--- config.mk ---
export PLATFORM = sky130hd
export DESIGN_NAME = popcount_frame_top
export DESIGN_NICKNAME = d
export VERILOG_FILES = /design/src/hw/popcount_pkg.sv /design/src/hw/bit_population_counter.sv /design/src/hw/frame_ctrl_fsm.sv /design/src/hw/frame_word_counter.sv /design/src/hw/popcount_accumulator.sv /design/src/hw/popcount_frame_top.sv
export SDC_FILE = /design/constraint.sdc
export NUM_CORES = 1
export LEC_CHECK = 0
export BUFFER_PORTS_ARGS = -buffer_cell sky130_fd_sc_hd__buf_2
export CELL_PAD_IN_SITES_DETAIL_PLACEMENT = 1
export CELL_PAD_IN_SITES_GLOBAL_PLACEMENT = 1
export CORE_UTILIZATION = 36
export CTS_BUF_LIST = sky130_fd_sc_hd__clkbuf_2
export CTS_CLUSTER_SIZE = 16
export DETAILED_ROUTE_END_ITERATION = 16
export PLACE_DENSITY = 0.69
export SYNTH_ARGS = -nofsm -noshare
export SYNTH_HDL_FRONTEND = slang
export SYNTH_SLANG_ARGS = --single-unit
export TNS_END_PERCENT = 5
--- constraint.sdc ---
create_clock -name clk_i -period 2.3 [get_ports clk_i]
set_input_delay 0.345 -clock clk_i [delete_from_list [all_inputs] [get_ports clk_i]]
set_output_delay 0.345 -clock clk_i [all_outputs]
set_load 0.1 [all_outputs]
--- src/hw/popcount_pkg.sv ---
`default_nettype none

package popcount_pkg;

  // ------------------------------------------------
  // Word and frame geometry
  // ------------------------------------------------
  localparam int DATA_W      = 32;                                // Input word width
  localparam int POP_W       = $clog2(DATA_W) + 1;                // Holds 0 .. DATA_W
  localparam int FRAME_WORDS = 8;                                 // Words per frame
  localparam int IDX_W       = $clog2(FRAME_WORDS);               // Word / result index
  localparam int SUM_W       = $clog2(FRAME_WORDS * DATA_W) + 1;  // Frame total
  localparam int POP_LATENCY = $clog2(DATA_W) + 1;                // Leaf stage plus one per level

  // ------------------------------------------------
  // Frame control and result types
  // ------------------------------------------------
  typedef enum logic [1:0] {
    IDLE,
    COLLECT,
    DRAIN,
    DONE
  } frame_state_e;

  typedef struct packed {
    logic [POP_W-1:0] count;  // Ones in one word
    logic             valid;
  } pop_result_t;

  typedef struct packed {
    logic [SUM_W-1:0] total;  // Sum over the frame
    logic [POP_W-1:0] max;    // Largest single count
  } frame_summary_t;

endpackage

`default_nettype wire

--- src/hw/bit_population_counter.sv ---
`default_nettype none

// Tree of adders, one register per level. Widths that are not a power of
// two are padded with zeros up to the next power of two, so both halves
// always have the same depth and their valids line up.
module bit_population_counter #(
  parameter int WIDTH = 32
)(
  input  wire                       clk_i,
  input  wire                       srst_i,
  input  wire  [WIDTH-1:0]          data_i,
  input  wire                       data_val_i,

  output logic [$clog2(WIDTH):0]    data_o,
  output logic                      data_val_o
);

  generate
    if (WIDTH == 1)
      begin : g_leaf
        // ------------------------------------------------
        // Single bit, its count is the bit itself
        // ------------------------------------------------
        always_ff @(posedge clk_i)
          begin
            if (srst_i)
              begin
                data_o     <= '0;
                data_val_o <= 1'b0;
              end
            else
              begin
                data_val_o <= data_val_i;
                data_o     <= data_val_i ? data_i : 1'b0;  // Zero when idle
              end
          end
      end
    else
      begin : g_node
        // Half of the padded width
        localparam int HALF_W = (1 << $clog2(WIDTH)) / 2;

        logic [2*HALF_W-1:0]     data_pad;
        logic [$clog2(HALF_W):0] cnt_lo;
        logic [$clog2(HALF_W):0] cnt_hi;
        logic                    val_lo;
        logic                    val_hi;

        always_comb
          begin
            data_pad              = '0;
            data_pad[WIDTH-1:0]   = data_i;  // Upper bits stay zero
          end

        bit_population_counter #(
          .WIDTH      ( HALF_W                   )
        ) u_lo (
          .clk_i      ( clk_i                    ),
          .srst_i     ( srst_i                   ),
          .data_i     ( data_pad[HALF_W-1:0]     ),
          .data_val_i ( data_val_i               ),
          .data_o     ( cnt_lo                   ),
          .data_val_o ( val_lo                   )
        );

        bit_population_counter #(
          .WIDTH      ( HALF_W                   )
        ) u_hi (
          .clk_i      ( clk_i                    ),
          .srst_i     ( srst_i                   ),
          .data_i     ( data_pad[2*HALF_W-1:HALF_W] ),
          .data_val_i ( data_val_i               ),
          .data_o     ( cnt_hi                   ),
          .data_val_o ( val_hi                   )
        );

        // ------------------------------------------------
        // Add the two halves
        // ------------------------------------------------
        always_ff @(posedge clk_i)
          begin
            if (srst_i)
              begin
                data_o     <= '0;
                data_val_o <= 1'b0;
              end
            else
              begin
                data_val_o <= val_lo && val_hi;
                if (val_lo && val_hi)
                  data_o <= {1'b0, cnt_lo} + {1'b0, cnt_hi};  // One bit wider than a half
                else
                  data_o <= '0;
              end
          end
      end
  endgenerate

endmodule

`default_nettype wire

--- src/hw/frame_ctrl_fsm.sv ---
`default_nettype none

module frame_ctrl_fsm (
  input  wire  clk_i,
  input  wire  srst_i,
  input  wire  start_i,
  input  wire  data_val_i,
  input  wire  last_in_i,
  input  wire  last_out_i,

  output logic word_acc_o,
  output logic clear_o,
  output logic frame_done_o
);

  popcount_pkg::frame_state_e state_q;
  popcount_pkg::frame_state_e state_d;

  // ------------------------------------------------
  // Next state
  // ------------------------------------------------
  always_comb
    begin
      state_d = state_q;
      case (state_q)
        popcount_pkg::IDLE:
          begin
            if (start_i)
              state_d = popcount_pkg::COLLECT;
          end
        popcount_pkg::COLLECT:
          begin
            if (last_in_i)
              state_d = popcount_pkg::DRAIN;     // Eighth word taken
          end
        popcount_pkg::DRAIN:
          begin
            if (last_out_i)
              state_d = popcount_pkg::DONE;      // Eighth result out
          end
        popcount_pkg::DONE:
          begin
            state_d = popcount_pkg::IDLE;        // Summary shown for one cycle
          end
        default:
          begin
            state_d = popcount_pkg::IDLE;
          end
      endcase
    end

  always_ff @(posedge clk_i)
    begin
      if (srst_i)
        state_q <= popcount_pkg::IDLE;
      else
        state_q <= state_d;
    end

  // ------------------------------------------------
  // Outputs
  // ------------------------------------------------
  // Words outside COLLECT never reach the pipeline
  assign word_acc_o   = data_val_i && (state_q == popcount_pkg::COLLECT);
  assign clear_o      = start_i    && (state_q == popcount_pkg::IDLE);  // Only the accepted start
  assign frame_done_o = (state_q == popcount_pkg::DONE);

endmodule

`default_nettype wire

--- src/hw/frame_word_counter.sv ---
`default_nettype none

module frame_word_counter (
  input  wire  clk_i,
  input  wire  srst_i,
  input  wire  clear_i,
  input  wire  word_acc_i,
  input  wire  result_val_i,

  output logic last_in_o,
  output logic last_out_o
);

  logic [popcount_pkg::IDX_W-1:0] in_cnt;     // Words accepted so far
  logic [popcount_pkg::IDX_W-1:0] out_cnt;    // Results returned so far

  // ------------------------------------------------
  // Input and output side counters
  // ------------------------------------------------
  always_ff @(posedge clk_i)
    begin
      if (srst_i || clear_i)
        in_cnt <= '0;
      else if (word_acc_i)
        in_cnt <= in_cnt + 1'b1;
    end

  always_ff @(posedge clk_i)
    begin
      if (srst_i || clear_i)
        out_cnt <= '0;
      else if (result_val_i)
        out_cnt <= out_cnt + 1'b1;
    end

  // Flags mark the strobe that completes the frame
  assign last_in_o  = word_acc_i &&
                      (in_cnt == (popcount_pkg::IDX_W)'(popcount_pkg::FRAME_WORDS - 1));
  assign last_out_o = result_val_i &&
                      (out_cnt == (popcount_pkg::IDX_W)'(popcount_pkg::FRAME_WORDS - 1));

endmodule

`default_nettype wire

--- src/hw/popcount_accumulator.sv ---
`default_nettype none

module popcount_accumulator (
  input  wire                           clk_i,
  input  wire                           srst_i,
  input  wire                           clear_i,
  input  wire popcount_pkg::pop_result_t result_i,

  output popcount_pkg::frame_summary_t  summary_o
);

  logic [popcount_pkg::SUM_W-1:0] count_ext;
  logic [popcount_pkg::SUM_W-1:0] total_nxt;
  logic [popcount_pkg::POP_W-1:0] max_nxt;

  // ------------------------------------------------
  // Running total and maximum
  // ------------------------------------------------
  assign count_ext = {{(popcount_pkg::SUM_W - popcount_pkg::POP_W){1'b0}}, result_i.count};
  assign total_nxt = summary_o.total + count_ext;

  always_comb
    begin
      if (result_i.count > summary_o.max)
        max_nxt = result_i.count;  // New largest word
      else
        max_nxt = summary_o.max;
    end

  always_ff @(posedge clk_i)
    begin
      if (srst_i)
        begin
          summary_o <= '0;
        end
      else if (clear_i)
        begin
          summary_o <= '0;         // Fresh frame
        end
      else if (result_i.valid)
        begin
          summary_o.total <= total_nxt;
          summary_o.max   <= max_nxt;
        end
    end

endmodule

`default_nettype wire

--- src/hw/popcount_frame_top.sv ---
`default_nettype none

module popcount_frame_top (
  input  wire                                clk_i,
  input  wire                                srst_i,
  input  wire                                start_i,
  input  wire  [popcount_pkg::DATA_W-1:0]    data_i,
  input  wire                                data_val_i,

  output logic [popcount_pkg::POP_W-1:0]     pop_o,
  output logic                               pop_val_o,
  output popcount_pkg::frame_summary_t       summary_o,
  output logic                               frame_done_o
);

  logic                      word_acc;     // Qualified input strobe
  logic                      frame_clear;
  logic                      last_in;
  logic                      last_out;
  popcount_pkg::pop_result_t pop_res;

  // ------------------------------------------------
  // Control
  // ------------------------------------------------
  frame_ctrl_fsm u_fsm (
    .clk_i        ( clk_i        ),
    .srst_i       ( srst_i       ),
    .start_i      ( start_i      ),
    .data_val_i   ( data_val_i   ),
    .last_in_i    ( last_in      ),
    .last_out_i   ( last_out     ),
    .word_acc_o   ( word_acc     ),
    .clear_o      ( frame_clear  ),
    .frame_done_o ( frame_done_o )
  );

  frame_word_counter u_cnt (
    .clk_i        ( clk_i        ),
    .srst_i       ( srst_i       ),
    .clear_i      ( frame_clear  ),
    .word_acc_i   ( word_acc     ),
    .result_val_i ( pop_res.valid ),
    .last_in_o    ( last_in      ),
    .last_out_o   ( last_out     )
  );

  // ------------------------------------------------
  // Datapath
  // ------------------------------------------------
  bit_population_counter #(
    .WIDTH        ( popcount_pkg::DATA_W )
  ) u_pop (
    .clk_i        ( clk_i        ),
    .srst_i       ( srst_i       ),
    .data_i       ( data_i       ),
    .data_val_i   ( word_acc     ),
    .data_o       ( pop_o        ),
    .data_val_o   ( pop_val_o    )
  );

  assign pop_res = '{count: pop_o, valid: pop_val_o};

  popcount_accumulator u_acc (
    .clk_i        ( clk_i        ),
    .srst_i       ( srst_i       ),
    .clear_i      ( frame_clear  ),
    .result_i     ( pop_res      ),
    .summary_o    ( summary_o    )
  );

endmodule

`default_nettype wire

==> results of run 1 <==
-- path summary, 6_finish.rpt --
check,startpoint,to,slack (ns),depth (start not counted)
setup reg to reg,u_pop.data_o[0],u_acc.summary_o[12],0.43,8
hold / removal,start_i,u_fsm.state_q[0],0.14,5
hold reg to reg,u_cnt.in_cnt[1],u_cnt.in_cnt[1],0.48,2
setup / recovery,u_pop.data_val_o,pop_val_o,0.21,1
-- layout make-up --
class                      count  area, um2
inverter                      32        120
sequential                   149       2990
tap                          216        270
multi-input combinational    336       2720
antenna                        1       2.50
clock inverter                15        216
timing repair buffer          97        671
clock buffer                  17       85.1
fill                        1784       8870
-- layer usage --
metal | global-route usage | vias to the layer above
met4 | 0.0540 | 0
met5 | 0 | -
met2 | 0.257 | 65
met3 | 0.0394 | 14
met1 | 0.134 | 1755
li1 | - | 1933
-- report_power, final --
group	internal, uW	total [uW]	switching [uW]
combinational	167	370	204
clock	749	1730	980
sequential	2650	2690	35.9
-- cells by family (layout without fill, tap and decap cells) --
| family | count (synthesis) | in the layout | share of synthesized area |
|---|---|---|---|
| fa+ha+maj | 86 | 86 | 0.203 |
| flops | 149 | 149 | 0.506 |
| other cells | 0 | 1 | 0 |
| simple gates | 175 | 175 | 0.163 |
| xor+xnor | 15 | 15 | 0.0223 |
| mux | 13 | 13 | 0.0221 |
| compound gates | 47 | 47 | 0.0514 |
| buf+inv | 48 | 161 | 0.0319 |
-- through the flow --
stage,power [uW],TNS (ns)
3_3_place_gp,3030,0
3_5_place_dp,3070,0
6_report,4790,0
2_1_floorplan,2960,-0.00248
4_1_cts,4870,0
5_1_grt,5030,0
-- layout by cell type (no fill, tap or decap), types with 6 or more instances in the layout --
master           n
clkbuf_2        17
a21oi_1         17
xor2_1           8
mux2i_1         13
dlygate4sd3_1   34
a21o_1           9
and2_1          98
xnor2_1          7
inv_1           27
buf_4            6
nor2b_1          7
dfxtp_1        144
ha_1            70
buf_2           57
fa_1            16
nor2_1          48
-- repair_timing --
action | 4_1_cts | 5_1_grt
buffers inserted | 0 | 0
hold buffers | 34 | 0
hold endpoints to repair | 36 | 0
endpoints found under the setup margin | 1 | 0
gates resized for setup | 1 | 0
==> out/metrics.yaml, run 1 <==
worst_setup_path:
  cp_max_fo: 10
  arrival_ns: 1.75
  cpPeakStageDelay_ns: 0.69
  path_cells: "buf_4"
  critPathSlowestCell: "dfxtp_1"
  critPathKind: "register to output port"
  start_kind: "register"
  critical_path_buf_inv_count: 1
  crit_family: "flip-flops"
  cp-end-kind: "output port"
  cp.required_ns: 1.96
route:
  drt-total-wl_mm: 10.2
  drcViolationCount: 0
  drtIter0Drc: 66
  highest_layer: "met4"
  wire_per_inst_um: 11.8
  vias: 3767
  first_pass_iters: 4
  wl_met1_mm: 4.29
  routed-wl-met3_um: 330
  via_per_inst: 4.37
  wl_met2_mm: 5.38
  ant_nets: 0
synth:
  synth_flop_cell: "dfxtp_1"
  yosysMostFrequentCell: "dfxtp_1"
  ys_seq_area_frac: 0.506
  avgSynthCellArea_um2: 11.1
  synth_edf_count: 0
  synth_area_leaders: "dfxtp_1 (51%), ha_1 (15%), and2_1 (10%)"
  synthDominantCellAreaShare: 0.506
  ys_ff_latch: 149
  synth-warning-count: 0
  yosys-top-cells-count: "dfxtp_1 (149), and2_1 (98), ha_1 (70)"
  ys_types: 39
  async_flop_share: 0
  syn_area_um2: 5890
  synthCells: 533
  yosysTopAreaCell: "dfxtp_1"
  syn_nets: 655
clock_network:
  h-tree-depth: 4
  cts_sinks: 149
  cts_buffers: 17
  cts_buffer_depth: 2
  insertion_delay_ns: 0.70
  path_clk_slew_ns: 0.23
  root_buffer: "clkbuf_2"
  cts_tree: "built"
placement:
  postPlaceCellArea_um2: 6430
  place_congestion: 0.746
  dp_cells: 796
  dp_slack_ns: 0.491
  io_buffers: 58
  hpwlAfterDp_mm: 7.61
floorplan:
  die_w_um: 130
  die-area_um2: 16900
  rows: 46
  core_region_area_um2: 15900
  die_height_um: 130
  start_util: 0.369
  io_pins: 59
min_path:
  hold_class: "primary input to register"
layout:
  post-route-util: 0.444
  design_area_um2: 7070
  drive_gt1_frac: 0.161
  syn_to_final_growth_pct: 20.1
  stdcell_count: 863
  fin_nets: 755
sta:
  finalHoldViolations: 0
  rsz0062_at_grt: "no"
  max_freq_mhz: 478
  layout_setup_ws_ns: 0.208
  final.min_clock_period_ns: 2.09
  post-route-period-util: 0.909
  tightest_slew_ns: 0.556
  slew_headroom: 0.629
  whs_ns: 0.143
  setup-violations-final: 0
  fin_skew_ns: 0.0376
  finalMaxSlewViolations: 0
global_route:
  grt-ovfl-total: 0
  grt_max_degree: 34
  grt_pass1_vias: 4008
  grt_pass1_wl_mm: 17.4
  antenna_found_initial: 1
  grt_usage: 0.134
run:
  max-cap-violations: 0
outcome:
  status: "complete, no violations"
power_and_ir_drop:
  vdd_drop_max_mv: 0.329
  cellLeakagePower_uw: 0.00332
  power_density_nw_per_um2: 677
No activity file was read; power rests on OpenSTA's default activity.
==> inputs of run 2 (changes only) <==
--- a/config.mk
+++ b/config.mk
@@ -13,6 +13,7 @@
 export CTS_CLUSTER_SIZE = 16
 export DETAILED_ROUTE_END_ITERATION = 16
 export PLACE_DENSITY = 0.69
+export REMOVE_ABC_BUFFERS = 1
 export SYNTH_ARGS = -nofsm -noshare
 export SYNTH_HDL_FRONTEND = slang
 export SYNTH_SLANG_ARGS = --single-unit
==> run 2 against run 1 <==
Sequential power barely moved. Via count is 0.69% higher. Maximum frequency fell by 2.2%. Final cell count up 0.23%. Clock skew decreased by 0.0083 ns. Critical path depth unchanged. Flip-flop and latch count unchanged. Final area shrank 0.11%. Die area unchanged. First-iteration DRC count is 41% higher.
==> out/metrics.yaml, run 2 (synthesis gave the netlist of run 1 again) <==
floorplan:
  die-area_um2: 16900  # unchanged
  die_height_um: 130  # unchanged
  start_util: 0.369  # unchanged
  rows: 46  # unchanged
  io_pins: 59  # unchanged
  core_region_area_um2: 15900  # unchanged
  die_w_um: 130  # unchanged
placement:
  hpwlAfterDp_mm: 7.62  # was 7.61 mm
  place_congestion: 0.749  # was 0.746
  dp_slack_ns: 0.375  # was 0.491 ns
  io_buffers: 58  # unchanged
  postPlaceCellArea_um2: 6440  # was 6430 um2
min_path:
  holdPathStages: 5  # unchanged
  holdPathEnd: "u_fsm.state_q[0]"  # unchanged
  hold_start: "start_i"  # unchanged
  hold_class: "primary input to register"  # unchanged
layout:
  drive_gt1_frac: 0.156  # was 0.161
  multiInputGateArea_um2: 2720  # unchanged
  final_cell_mix: "dfxtp_1 (149), and2_1 (98), ha_1 (70)"  # was dfxtp_1 (144), and2_1 (98), ha_1 (70)
  fillerInstances: 1797  # was 1,784
  design_area_um2: 7070  # about the same
  layout_commonest_cell: "dfxtp_1"  # unchanged
  post-route-util: 0.443  # was 0.444
  seqCellArea_um2: 2980  # was 2990 um2
  syn_to_final_growth_pct: 20.0  # was 20.1%
  fin_nets: 757  # was 755
global_route:
  grt-ovfl-total: 0  # unchanged
  grt_pass1_vias: 4131  # was 4,008
  grt_pass1_wl_mm: 17.9  # was 17.4 mm
  grt_max_degree: 34  # unchanged
  grt_usage: 0.138  # was 0.134
  antenna_found_initial: 1  # unchanged
sta:
  tightest_slew_ns: 0.556  # about the same
  slew_headroom: 0.629  # about the same
  rsz0062_at_grt: "no"  # unchanged
  fin_setup_tns_ns: 0  # unchanged
  post-route-period-util: 0.930  # was 0.909
  setup-violations-final: 0  # unchanged
  finalHoldViolations: 0  # unchanged
  layout_setup_ws_ns: 0.162  # was 0.208 ns
  final.min_clock_period_ns: 2.14  # was 2.09 ns
  finalMaxSlewViolations: 0  # unchanged
  whs_ns: 0.100  # was 0.143 ns
  fin_skew_ns: 0.0293  # was 0.0376 ns
  max_freq_mhz: 468  # was 478 MHz
worst_setup_path:
  cp.required_ns: 1.96  # about the same
  path_cells: "buf_2"  # was buf_4
  reg2reg_depth: 8  # unchanged
  arrival_ns: 1.79  # was 1.75 ns
  cpPeakStageDelay_ns: 0.60  # was 0.69 ns
  rr_startpoint: "u_pop.data_o[0]"  # unchanged
  critical_path_buf_inv_count: 1  # unchanged
  crit_family: "flip-flops"  # unchanged
  cp-end-kind: "output port"  # unchanged
  r2r_slack_ns: 0.38  # was 0.43 ns
  start_kind: "register"  # unchanged
  critPathSlowestCell: "dfxtp_1"  # unchanged
  r2r_end: "u_acc.summary_o[12]"  # unchanged
  cp_max_fo: 8  # was 10
  critPathKind: "register to output port"  # unchanged
clock_network:
  insertion_delay_ns: 0.70  # about the same
  cts_sinks: 149  # unchanged
  cts_tree: "built"  # unchanged
  path_clk_slew_ns: 0.23  # about the same
  cts_setup_buffers: 0  # unchanged
  cts_buffers: 17  # unchanged
  cts_buffer_depth: 2  # unchanged
  post_cts_resized: 0  # was 1
  root_buffer: "clkbuf_2"  # unchanged
  h-tree-depth: 4  # unchanged
route:
  via_per_inst: 4.38  # was 4.37
  drt-total-wl_mm: 10.3  # was 10.2 mm
  ant_nets: 0  # unchanged
  wire_per_inst_um: 11.9  # was 11.8 um
  vias: 3793  # was 3,767
  first_pass_iters: 4  # unchanged
  drcViolationCount: 0  # unchanged
  drtIter0Drc: 93  # was 66
power_and_ir_drop:
  vdd_drop_max_mv: 0.385  # was 0.329 mV
  cellLeakagePower_uw: 0.00331  # was 0.00332 uW
  power_density_nw_per_um2: 670  # was 677 nW/um2
outcome:
  status: "complete, no violations"  # unchanged
run:
  max-cap-violations: 0  # unchanged
==> run 2: timing repair <==
item | in CTS | in global routing
setup endpoints to repair | 0 | 0
endpoints found under the hold margin | 36 | 0
hold buffers | 34 | 0
==> run 2: cell type report <==
| cell class | instances | area share |
|---|---|---|
| timing repair buffer | 99 | 0.0967 |
| clock buffer | 17 | 0.0120 |
| multi-input combinational | 336 | 0.385 |
| sequential | 149 | 0.422 |
| antenna | 1 | 0.000354 |
| inverter | 32 | 0.0170 |
| tap | 216 | 0.0382 |
| clock inverter | 15 | 0.0287 |
==> run 2: power breakdown <==
group	total (uW)	switching, uW	internal [uW]	leakage [uW]
sequential	2690	35.7	2650	0.00120
clock	1680	954	723	0.000155
combinational	369	202	167	0.00195
==> run 2: layer usage <==
metal,vias up,GRT usage,part of all wire
li1,1934,-,-
met1,1791,0.142,0.43
met2,55,0.257,0.52
met3,13,0.0390,0.032
met4,0,0.0616,0.017
met5,-,0,0
==> run 2: worst max-delay path by stage <==
stage	from	to	depth (start not counted)
finish	u_pop.data_val_o	pop_val_o	1
global route	u_pop.data_val_o	pop_val_o	1
CTS	u_pop.data_val_o	pop_val_o	1
detailed placement	u_pop.data_o[0]	u_acc.summary_o[12]	8
global placement	u_pop.data_o[0]	u_acc.summary_o[12]	8
floorplan	u_pop.data_o[0]	u_acc.summary_o[12]	8
==> run 2: stage by stage <==
| stage | power, uW | cells |
|---|---|---|
| after detailed placement | 3070 | 798 |
| after floorplan | 2950 | 517 |
| final | 4740 | 865 |
| after global routing | 4990 | 865 |
| after global placement | 3040 | 798 |
| after CTS | 4820 | 864 |
